File: src/logic/mem_pkg.sv
`default_nettype none

package mem_pkg;

    // ------------------------------------------------------------
    // Address and beat geometry
    // ------------------------------------------------------------
    localparam int ADDR_W     = 32;

    // One beat is 8 bytes
    localparam int BEAT_SHIFT = 3;

    typedef logic [ADDR_W-1:0] mem_addr_t;

    // ------------------------------------------------------------
    // Read request types
    // ------------------------------------------------------------
    typedef enum logic {
        BUF_SETUP = 1'b0,
        BUF_FLUSH = 1'b1
    } buffer_kind_e;

    typedef struct packed {
        mem_addr_t    address;
        buffer_kind_e kind;
    } mem_request_payload_t;

    typedef struct packed {
        logic                 valid;
        mem_request_payload_t payload;
    } mem_request_t;

endpackage : mem_pkg

`default_nettype wire

File: src/logic/cu_setup_pkg.sv
`default_nettype none

package cu_setup_pkg;

    import mem_pkg::*;

    // ------------------------------------------------------------
    // Sizing
    // ------------------------------------------------------------
    localparam int COUNT_W     = 16;
    localparam int FIFO_DEPTH  = 16;

    // Engine holds off once this many requests sit in the FIFO
    localparam int PROG_THRESH = 12;

    typedef logic [COUNT_W-1:0] count_t;

    // ------------------------------------------------------------
    // Descriptor and engine configuration
    // ------------------------------------------------------------
    typedef struct packed {
        logic      valid;
        mem_addr_t program_base;
        count_t    program_count;
        logic      flush_enable;
        mem_addr_t flush_base;
        count_t    flush_count;
    } kernel_descriptor_t;

    // One run of beats for the read engine
    typedef struct packed {
        mem_addr_t    base;
        count_t       count;
        buffer_kind_e kind;
    } read_config_t;

    typedef enum logic [2:0] {
        RESET,
        IDLE,
        REQ_START,
        REQ_BUSY,
        REQ_DONE,
        FLUSH_START,
        FLUSH_BUSY,
        FLUSH_DONE
    } cu_setup_state_e;

endpackage : cu_setup_pkg

`default_nettype wire

File: src/logic/request_fifo.sv
`timescale 1ns/10ps
`default_nettype none

module request_fifo
    import mem_pkg::*, cu_setup_pkg::*;
#(
    parameter int DEPTH       = FIFO_DEPTH,
    parameter int PROG_THRESH = cu_setup_pkg::PROG_THRESH
) (
    input  wire logic         ap_clk,
    input  wire logic         areset_cu_setup,
    input  wire mem_request_t push,
    input  wire logic         pop_ready,
    output logic              prog_full,
    output mem_request_t      request_out
);

    typedef logic [$clog2(DEPTH)-1:0]   ptr_t;
    typedef logic [$clog2(DEPTH+1)-1:0] level_t;

    mem_request_payload_t mem [DEPTH];
    ptr_t                 wr_ptr;
    ptr_t                 rd_ptr;
    level_t               level;
    logic                 empty;
    logic                 full;
    logic                 do_pop;

    assign empty     = (level == '0);
    assign full      = (level == level_t'(DEPTH));
    assign do_pop    = !empty && pop_ready;
    assign prog_full = (level >= level_t'(PROG_THRESH));

    // ------------------------------------------------------------
    // Storage and pointers
    // ------------------------------------------------------------
    always_ff @(posedge ap_clk) begin
        if (push.valid) begin
            mem[wr_ptr] <= push.payload;
        end
    end

    always_ff @(posedge ap_clk) begin
        if (areset_cu_setup) begin
            wr_ptr <= '0;
            rd_ptr <= '0;
            level  <= '0;
        end else begin
            if (push.valid) begin
                wr_ptr <= (wr_ptr == ptr_t'(DEPTH - 1)) ? '0 : wr_ptr + ptr_t'(1);
            end
            if (do_pop) begin
                rd_ptr <= (rd_ptr == ptr_t'(DEPTH - 1)) ? '0 : rd_ptr + ptr_t'(1);
            end
            case ({push.valid, do_pop})
                2'b10:   level <= level + level_t'(1);
                2'b01:   level <= level - level_t'(1);
                default: level <= level;
            endcase
        end
    end

    // Registered read port valid the cycle after a pop
    always_ff @(posedge ap_clk) begin
        if (areset_cu_setup) begin
            request_out.valid <= 1'b0;
        end else begin
            request_out.valid <= do_pop;
        end
    end

    always_ff @(posedge ap_clk) begin
        if (do_pop) begin
            request_out.payload <= mem[rd_ptr];
        end
    end

    // Threshold must stop the engine before the buffer overflows
    no_push_when_full: assert property (
        @(posedge ap_clk) disable iff (areset_cu_setup)
        push.valid |-> !full
    );

endmodule : request_fifo

`default_nettype wire

File: src/logic/serial_read_engine.sv
`timescale 1ns/10ps
`default_nettype none

module serial_read_engine
    import mem_pkg::*, cu_setup_pkg::*;
(
    input  wire logic         ap_clk,
    input  wire logic         areset_cu_setup,
    input  wire logic         start,
    input  wire read_config_t read_cfg,
    input  wire logic         prog_full,
    output mem_request_t      push,
    output logic              idle
);

    read_config_t cfg_q;
    count_t       beat_idx;
    logic         busy;
    logic         issue;
    logic         last_beat;

    // ------------------------------------------------------------
    // Beat stepping
    // ------------------------------------------------------------
    assign issue     = busy && !prog_full && (cfg_q.count != '0);
    assign last_beat = (beat_idx == cfg_q.count - count_t'(1));

    always_ff @(posedge ap_clk) begin
        if (areset_cu_setup) begin
            busy     <= 1'b0;
            beat_idx <= '0;
        end else if (start) begin
            busy     <= 1'b1;
            beat_idx <= '0;
        end else if (busy) begin
            // Empty run still shows one busy cycle
            if (cfg_q.count == '0) begin
                busy <= 1'b0;
            end else if (issue) begin
                beat_idx <= beat_idx + count_t'(1);
                if (last_beat) begin
                    busy <= 1'b0;
                end
            end
        end
    end

    always_ff @(posedge ap_clk) begin
        if (start) begin
            cfg_q <= read_cfg;
        end
    end

    // ------------------------------------------------------------
    // Request output
    // ------------------------------------------------------------
    assign push.valid           = issue;
    assign push.payload.address = cfg_q.base + (mem_addr_t'(beat_idx) << BEAT_SHIFT);
    assign push.payload.kind    = cfg_q.kind;

    assign idle = !busy;

    // A new run only begins after the previous one has drained
    start_only_when_idle: assert property (
        @(posedge ap_clk) disable iff (areset_cu_setup)
        start |-> !busy
    );

endmodule : serial_read_engine

`default_nettype wire

File: src/logic/cu_setup_fsm.sv
`timescale 1ns/10ps
`default_nettype none

module cu_setup_fsm
    import mem_pkg::*, cu_setup_pkg::*;
(
    input  wire logic               ap_clk,
    input  wire logic               areset_cu_setup,
    input  wire kernel_descriptor_t descriptor,
    input  wire logic               cu_flush,
    input  wire logic               response_valid,
    input  wire logic               engine_idle,
    output logic                    start,
    output read_config_t            read_cfg,
    output logic                    done
);

    cu_setup_state_e    state;
    cu_setup_state_e    next_state;
    kernel_descriptor_t desc_q;
    count_t             resp_count;
    logic               flush_phase;
    logic               enter_start;

    // ------------------------------------------------------------
    // Phase state machine
    // ------------------------------------------------------------
    always_comb begin
        next_state = state;
        case (state)
            RESET: begin
                next_state = IDLE;
            end
            IDLE: begin
                if (descriptor.valid) begin
                    next_state = REQ_START;
                end
            end
            // Engine drops idle the cycle after it takes the start
            REQ_START: begin
                if (!engine_idle) begin
                    next_state = REQ_BUSY;
                end
            end
            REQ_BUSY: begin
                if (engine_idle && resp_count == '0) begin
                    next_state = REQ_DONE;
                end
            end
            REQ_DONE: begin
                if (!desc_q.flush_enable) begin
                    next_state = FLUSH_DONE;
                end else if (cu_flush) begin
                    next_state = FLUSH_START;
                end
            end
            FLUSH_START: begin
                if (!engine_idle) begin
                    next_state = FLUSH_BUSY;
                end
            end
            FLUSH_BUSY: begin
                if (engine_idle && resp_count == '0) begin
                    next_state = FLUSH_DONE;
                end
            end
            FLUSH_DONE: begin
                next_state = FLUSH_DONE;
            end
            default: begin
                next_state = RESET;
            end
        endcase
    end

    assign enter_start = (next_state == REQ_START && state != REQ_START) ||
                         (next_state == FLUSH_START && state != FLUSH_START);

    always_ff @(posedge ap_clk) begin
        if (areset_cu_setup) begin
            state      <= RESET;
            start      <= 1'b0;
            resp_count <= '0;
        end else begin
            state <= next_state;
            start <= enter_start;

            // Response counter loaded as each phase begins
            if (state == IDLE && descriptor.valid) begin
                resp_count <= descriptor.program_count;
            end else if (state == REQ_DONE && next_state == FLUSH_START) begin
                resp_count <= desc_q.flush_count;
            end else if (response_valid) begin
                resp_count <= resp_count - count_t'(1);
            end
        end
    end

    // Descriptor capture
    always_ff @(posedge ap_clk) begin
        if (state == IDLE && descriptor.valid) begin
            desc_q <= descriptor;
        end
    end

    // ------------------------------------------------------------
    // Read configuration for the active phase
    // ------------------------------------------------------------
    assign flush_phase = (state == FLUSH_START) || (state == FLUSH_BUSY);

    always_comb begin
        if (flush_phase) begin
            read_cfg.base  = desc_q.flush_base;
            read_cfg.count = desc_q.flush_count;
            read_cfg.kind  = BUF_FLUSH;
        end else begin
            read_cfg.base  = desc_q.program_base;
            read_cfg.count = desc_q.program_count;
            read_cfg.kind  = BUF_SETUP;
        end
    end

    assign done = (state == FLUSH_DONE);

    // More responses than requested beats
    response_within_count: assert property (
        @(posedge ap_clk) disable iff (areset_cu_setup)
        response_valid |-> resp_count != '0
    );

endmodule : cu_setup_fsm

`default_nettype wire

File: src/logic/cu_setup.sv
`timescale 1ns/10ps
`default_nettype none

module cu_setup
    import mem_pkg::*, cu_setup_pkg::*;
(
    input  wire logic               ap_clk,
    input  wire logic               areset_cu_setup,
    input  wire kernel_descriptor_t descriptor_in,
    input  wire logic               cu_flush,
    input  wire logic               response_valid,
    input  wire logic               request_ready,
    output mem_request_t            request_out,
    output logic                    done_out
);

    kernel_descriptor_t descriptor_q;
    logic               cu_flush_q;
    logic               response_valid_q;
    logic               request_ready_q;

    logic               engine_start;
    read_config_t       engine_cfg;
    logic               engine_idle;
    mem_request_t       engine_push;
    logic               fifo_prog_full;
    logic               fsm_done;

    // ------------------------------------------------------------
    // Input registers
    // ------------------------------------------------------------
    always_ff @(posedge ap_clk) begin
        descriptor_q <= descriptor_in;
        if (areset_cu_setup) begin
            descriptor_q.valid <= 1'b0;
        end
    end

    always_ff @(posedge ap_clk) begin
        if (areset_cu_setup) begin
            cu_flush_q       <= 1'b0;
            response_valid_q <= 1'b0;
            request_ready_q  <= 1'b0;
            done_out         <= 1'b0;
        end else begin
            cu_flush_q       <= cu_flush;
            response_valid_q <= response_valid;
            request_ready_q  <= request_ready;
            done_out         <= fsm_done;
        end
    end

    // ------------------------------------------------------------
    // Phase control, read engine and request FIFO
    // ------------------------------------------------------------
    cu_setup_fsm cu_setup_fsm_inst (
        .ap_clk          (ap_clk),
        .areset_cu_setup (areset_cu_setup),
        .descriptor      (descriptor_q),
        .cu_flush        (cu_flush_q),
        .response_valid  (response_valid_q),
        .engine_idle     (engine_idle),
        .start           (engine_start),
        .read_cfg        (engine_cfg),
        .done            (fsm_done)
    );

    serial_read_engine serial_read_engine_inst (
        .ap_clk          (ap_clk),
        .areset_cu_setup (areset_cu_setup),
        .start           (engine_start),
        .read_cfg        (engine_cfg),
        .prog_full       (fifo_prog_full),
        .push            (engine_push),
        .idle            (engine_idle)
    );

    request_fifo #(
        .DEPTH       (FIFO_DEPTH),
        .PROG_THRESH (PROG_THRESH)
    ) request_fifo_inst (
        .ap_clk          (ap_clk),
        .areset_cu_setup (areset_cu_setup),
        .push            (engine_push),
        .pop_ready       (request_ready_q),
        .prog_full       (fifo_prog_full),
        .request_out     (request_out)
    );

endmodule : cu_setup

`default_nettype wire

File: config.mk
export PLATFORM = sky130hd
export DESIGN_NAME = cu_setup
export DESIGN_NICKNAME = d
export VERILOG_FILES = /design/src/logic/mem_pkg.sv /design/src/logic/cu_setup_pkg.sv /design/src/logic/request_fifo.sv /design/src/logic/serial_read_engine.sv /design/src/logic/cu_setup_fsm.sv /design/src/logic/cu_setup.sv
export SDC_FILE = /design/constraint.sdc
export NUM_CORES = 1
export LEC_CHECK = 0
export BUFFER_PORTS_ARGS = -buffer_cell sky130_fd_sc_hd__buf_2
export CAP_MARGIN = 20
export CORE_MARGIN = 1.5
export CORE_UTILIZATION = 50
export CTS_CLUSTER_DIAMETER = 100
export CTS_CLUSTER_SIZE = 30
export DETAILED_ROUTE_END_ITERATION = 8
export GPL_ROUTABILITY_DRIVEN = 0
export MAX_ROUTING_LAYER = met4
export PLACE_DENSITY = 0.69
export SETUP_SLACK_MARGIN = 0.5
export SLEW_MARGIN = 20
export SYNTH_ARGS = -nofsm -noshare
export SYNTH_HDL_FRONTEND = slang
export SYNTH_SLANG_ARGS = --single-unit
File: constraint.sdc
create_clock -name ap_clk -period 4.1 [get_ports ap_clk]
set_input_delay 0 -clock ap_clk [delete_from_list [all_inputs] [get_ports ap_clk]]
set_output_delay 0 -clock ap_clk [all_outputs]
set_load 0.005 [all_outputs]
---- Word level (Yosys, flattened, before mapping) ----
Memory sizes are Yosys's and may differ from the RTL's. A register that Yosys moved wholly into a read port is not among the register bits.
Index checks and enable logic that the tools add are counted.
storage, ports and cells
  register bits after elaboration ......... 299
  RAM bits ................................ 528
  output and inout bits ................... 35
  logic and storage cells ................. 98
  memories kept ........................... 1
cells by class
  $add $sub $neg .......................... 8
  order comparisons ....................... 1
  equal/unequal tests ..................... 16
  mux-type cells .......................... 22
  bitwise logic cells ..................... 1
  reductions and logical operators ........ 22
memory list
  name                   depth  width  read ports  clocked after memory_dff  wr ports  line                source
  request_fifo_inst.mem  16     33     1           1                         1         request_fifo.sv:21  mem_request_payload_t mem [DEPTH];
operator list
  kind                                                               count
  two-way mux 49 bit                                                 1
  two-way mux 16 bit                                                 3
  adder 32 x 19 -> 32 bit                                            1
  zero test 16 bit                                                   2
  subtractor 16 x 1 -> 16 bit, second input constant                 2
  case mux 3 bit (8 select lines)                                    1
  two-way mux 3 bit                                                  7
  adder 16 x 1 -> 16 bit, second input constant                      1
  equality test 16 bit                                               1
  nonzero test 16 bit                                                1
  equality test 3 bit, second input constant                         5
  case mux 5 bit (2 select lines)                                    1
  equality test 3 x 2 -> 1 bit, second input constant                3
  adder 4 x 1 -> 4 bit, second input constant                        2
  equality test 4 bit, second input constant                         2
  logical AND 1 bit                                                  8
  two-way mux 4 bit                                                  2
  two-way mux 1 bit                                                  7
  adder 5 x 1 -> 5 bit, second input constant                        1
  greater-or-equal comparator 5 x 4 -> 1 bit, second input constant  1
  zero test 5 bit                                                    1
  subtractor 5 x 1 -> 5 bit, second input constant                   1
  equality test 3 x 1 -> 1 bit, second input constant                1
  zero test 1 bit                                                    3
  other kinds (11)                                                   12

---- Logic depth before layout (Yosys ltp) ----
  word-level depth ........................ 8
  depth in mapped cells ................... 15

---- Hierarchy ----
Synthesis repeated with hierarchy kept, for this count alone.
second synthesis, totals
  cell total of the unflattened synthesis .. 1820
  area, all modules ....................... 32297.2 µm²
by module, submodules not included
  module              instances  cells an instance  area each (µm²)
  request_fifo        1          953                21593.2
  cu_setup_fsm        1          411                4849.7
  serial_read_engine  1          349                3781.1
  cu_setup            1          107                2073.2

---- Worst setup path before layout ----
OpenSTA, ideal clock, no wires.
  path type ............................... register to register
  start point ............................. reg serial_read_engine_inst.cfg_q[1] (netlist bit)
  end point ............................... mem request_fifo_inst.mem[0][0] (netlist bit), enable pin
  library setup time ...................... 464 ps
  data arrival time ....................... 3988 ps
  data required time ...................... 3636 ps
  path slack .............................. -353 ps
  stages on the path, launching flop included .. 9
  path buffers ............................ 1
  period minus slack after synthesis ...... 4453 ps
  cells stage by stage .................... edfxtp_1 -> inv_1 -> ha_1 -> nor4b_4 -> and3_1 -> a31oi_2 -> clkbuf_1 -> nand2_1 -> nor3_1
between the ends
  word-level cells in the longest chain between the ends .. 4
RTL lines
  what                                     line                      source
  from (decl)                              serial_read_engine.sv:16  read_config_t cfg_q;
  from (signal assigned)                   serial_read_engine.sv:50  cfg_q <= read_cfg;
  nonzero test 16 bit                      serial_read_engine.sv:25  assign issue = busy && !prog_full && (cfg_q.count != '0);
  logical AND 1 bit                        serial_read_engine.sv:25
  two-way mux 1 bit                        request_fifo.sv:38        if (push.valid) begin
  two-way mux 1 bit (implied by the code)  request_fifo.sv:39        mem[wr_ptr] <= push.payload;
  to (decl)                                request_fifo.sv:21
No other way between the ends.

==> impl_metrics.toml <==
[worst_setup_path]
required_ns = 4.45
startpoint_type = "register"
worst-r2r-cell-count = 13
reg2reg_to = "request_fifo_inst.mem[6][30]"
crit_type = "reg -> reg"
arrival_ns = 3.73
rrSetupSlack_ns = 0.72
r2r-start = "serial_read_engine_inst.beat_idx[0]"
path_max_fanout = 16
crit_path_end_kind = "register"

[synthesis]
synth-compound-area-share_pct = 2.62
ys.flop_type = "edfxtp_1"
synth-adder-area-share_pct = 1.25
syn-cell-area_um2 = 32200
synth_top_family_by_area = "multiplexers"
synth.area.mux_share_pct = 11.7
synthXorXnorAreaFrac_pct = 2.20
yosys.area_share.simple_pct = 5.51
synth_area_per_cell_um2 = 18.1
synth_fp_nets = 1909
async_flop_share_pct = 0
ys_ff_latch = 860
synth_edf_count = 707
synthCells = 1775
synth_seq_area_share_pct = 75.5
synthDistinctLibCells = 63
yosys_warnings = 0

[power_and_ir_drop]
p_leak_uw = 0.0122
p_int_uw = 11600
sw_frac_of_total_pct = 19.7
p_per_area_nw_per_um2 = 390
comb_power_share_pct = 4.1
pwr-share-seq_pct = 66.7
peakVddDrop_uv = 460
p_clk_share_pct = 29.2
power_switching_uw = 2840
p_total_uw = 14400

[cells_and_area]
mostFrequentLayoutCell = "edfxtp_1"
drive_above_1_share_pct = 21.8
final_cell_mix = "707 x edfxtp_1, 198 x nand2_1, 165 x mux4_2, 147 x dfxtp_1, 137 x buf_2"
stdcell_count = 2923
nFillCells = 4621
multi_input_area_um2 = 7870
nNetsFinal = 2191
final_util_pct = 58.3
area_delta_synth_final_pct = 14.7
seqCellArea_um2 = 24300

[sta]
rsz0062_at_grt = "no"
tns_ns = 0
fin_crit_ns = 3.38
finalSetupViolations = 0
tightestPinTransition_ns = 1.00
finalHoldViolCount = 0
fin_worst_skew_ns = 0.0279
slew_viol_final = 0
slew_headroom_pct = 33.3
max_freq_ghz = 0.296
period_share_pct = 82.5

[route]
wl_per_cell_um = 22.5
firstDrtPassIters = 5
drtIter0Drc = 1532
wl_um = 65700
ant_nets = 0
drc = 0
viasPerCell = 5.59
num_vias = 16300

[clock_network]
cts.htree.levels = 2
clk_path_buf_depth = 3
root_buffer = "clkbuf_16"
clkTransAtPathRegs_ns = 0.11
cts_made_buffers = 34
clk_latency_ns = 0.60
cts_tree = "yes"
clock-sinks = 860

[floorplanning]
die_height_um = 257
dieArea_um2 = 65900
rows = 92
ios = 138
core_area_um2 = 63300
die_w_um = 257
initial_core_util_pct = 50.9

[hold_path]
holdPathEnd = "descriptor_q[62]"
hp-start = "descriptor_in[62]"
hold_path.class = "in -> reg"
whs_path_depth = 2

[place]
portBuffers = 137
hpwlAfterDp_um = 36900
dp.cells = 2729

[outcome]
status = "completed"

[global_route]
grtUsageTotal_pct = 20.7
antenna_found_initial = 1
grt_max_degree = 68
grt_pass1_wl_um = 99900
gr-total-overflow = 0
grt_pass1_vias = 16500

[job]
maxCapViolations = 0
[layer usage]
metal	GRT usage [%]	vias to the layer above	share of wire [%]	routed length, um
li1	-	7402	-	-
met1	27.9	8317	42	27600
met2	33.8	531	50	32800
met3	2.78	97	5.8	3840
met4	4.75	0	2.2	1450
met5	-	-	0	0
[synthesized netlist by cell type, types with 20 or more instances]
| master | n | share of area, % |
|---|---|---|
| a21oi_1 | 52 | 0.81 |
| clkbuf_1 | 54 | 0.63 |
| dfxtp_1 | 153 | 9.5 |
| edfxtp_1 | 707 | 66 |
| ha_1 | 29 | 1.1 |
| inv_1 | 27 | 0.31 |
| mux4_2 | 165 | 12 |
| nand2_1 | 198 | 2.3 |
| nor2_1 | 88 | 1.0 |
| nor3_1 | 21 | 0.33 |
| o21ai_0 | 20 | 0.31 |
| xnor2_1 | 44 | 1.2 |
| xor2_1 | 37 | 1.0 |
[area by class of cell]
type / count / area share [%]
diodes: 2 / 0.0136
flip-flops and latches: 860 / 65.8
clock buffers: 53 / 2.73
clock inverters: 1 / 0.0237
repair buffers: 323 / 6.93
well taps: 846 / 2.87
multi-input cells: 810 / 21.3
inverters: 28 / 0.291
[repair_timing]
item / in CTS / in global routing
hold endpoints to repair: 119 / 3
pin swaps: 0 / 5
hold buffers: 128 / 3
buffers inserted: 0 / 7
endpoints found under the setup margin: 176 / 177
gates resized for setup: 11 / 12
[worst max-delay path by stage]
stage	slack (ns)	start	to
floorplan	0.53	serial_read_engine_inst.cfg_q[1]	request_fifo_inst.mem[4][0]
global placement	0.41	serial_read_engine_inst.beat_idx[0]	request_fifo_inst.mem[12][30]
detailed placement	0.20	serial_read_engine_inst.beat_idx[0]	request_fifo_inst.mem[13][30]
CTS	0.54	serial_read_engine_inst.beat_idx[0]	request_fifo_inst.mem[13][30]
global route	0.48	serial_read_engine_inst.beat_idx[0]	request_fifo_inst.mem[6][30]
finish	0.72	serial_read_engine_inst.beat_idx[0]	request_fifo_inst.mem[6][30]
[power groups by stage]
stage | Sequential, uW | Combinational [uW] | Clock, uW
floorplan | 9780 | 331 | 0
global placement | 9800 | 465 | 0
detailed placement | 9810 | 478 | 0
CTS | 9610 | 573 | 4320
global route | 9630 | 646 | 4610
finish | 9610 | 588 | 4200
[metrics by stage]
| step | cell area [um^2] | hold slack [ns] | worst slack, ns |
|---|---|---|---|
| 2_1_floorplan | 32200 | 0.0277 | 0.529 |
| 3_3_place_gp | 34200 | 0.102 | 0.413 |
| 3_5_place_dp | 34200 | 0.104 | 0.197 |
| 4_1_cts | 36600 | 0.000146 | 0.539 |
| 5_1_grt | 36900 | 0.00740 | 0.478 |
| 6_report | 36900 | 0.0326 | 0.716 |
[state kept, by name, summed over array words and instances, names as in the netlist]
signal / cells
done_out: 1
request_fifo_inst.rd_ptr: 4
serial_read_engine_inst.beat_idx: 16
response_valid_q: 1
request_ready_q: 1
cu_setup_fsm_inst.resp_count: 16
request_fifo_inst.request_out: 34
request_fifo_inst.level: 5
serial_read_engine_inst.cfg_q: 48
cu_flush_q: 1
serial_read_engine_inst.push: 1
descriptor_q: 98
cu_setup_fsm_inst.desc_q: 97
serial_read_engine_inst.busy: 1
request_fifo_inst.mem: 528
request_fifo_inst.wr_ptr: 4
cu_setup_fsm_inst.start: 1
cu_setup_fsm_inst.state: 3
[cells by family after synthesis]
kind of cell	after synthesis
adders and majority gates	31
buffers and inverters	105
AOI/OAI and AO/OA	136
muxes	170
DFF	860
xor gates and xnor gates	81
and+or+nand+nor	392
[worst max-delay path, stage by stage, from the launching register on]
cell	delay (ns)
dfxtp_2	0.42
ha_1	0.22
inv_1	0.07
fa_1	0.43
nor2b_1	0.19
o211ai_1	0.14
a31o_2	0.30
o31ai_1	0.21
a21oi_1	0.15
o21ai_1	0.14
buf_4	0.20
nand4_1	0.25
xnor2_4	0.24
buf_12	0.16
Power figures use the tool's default switching activity.
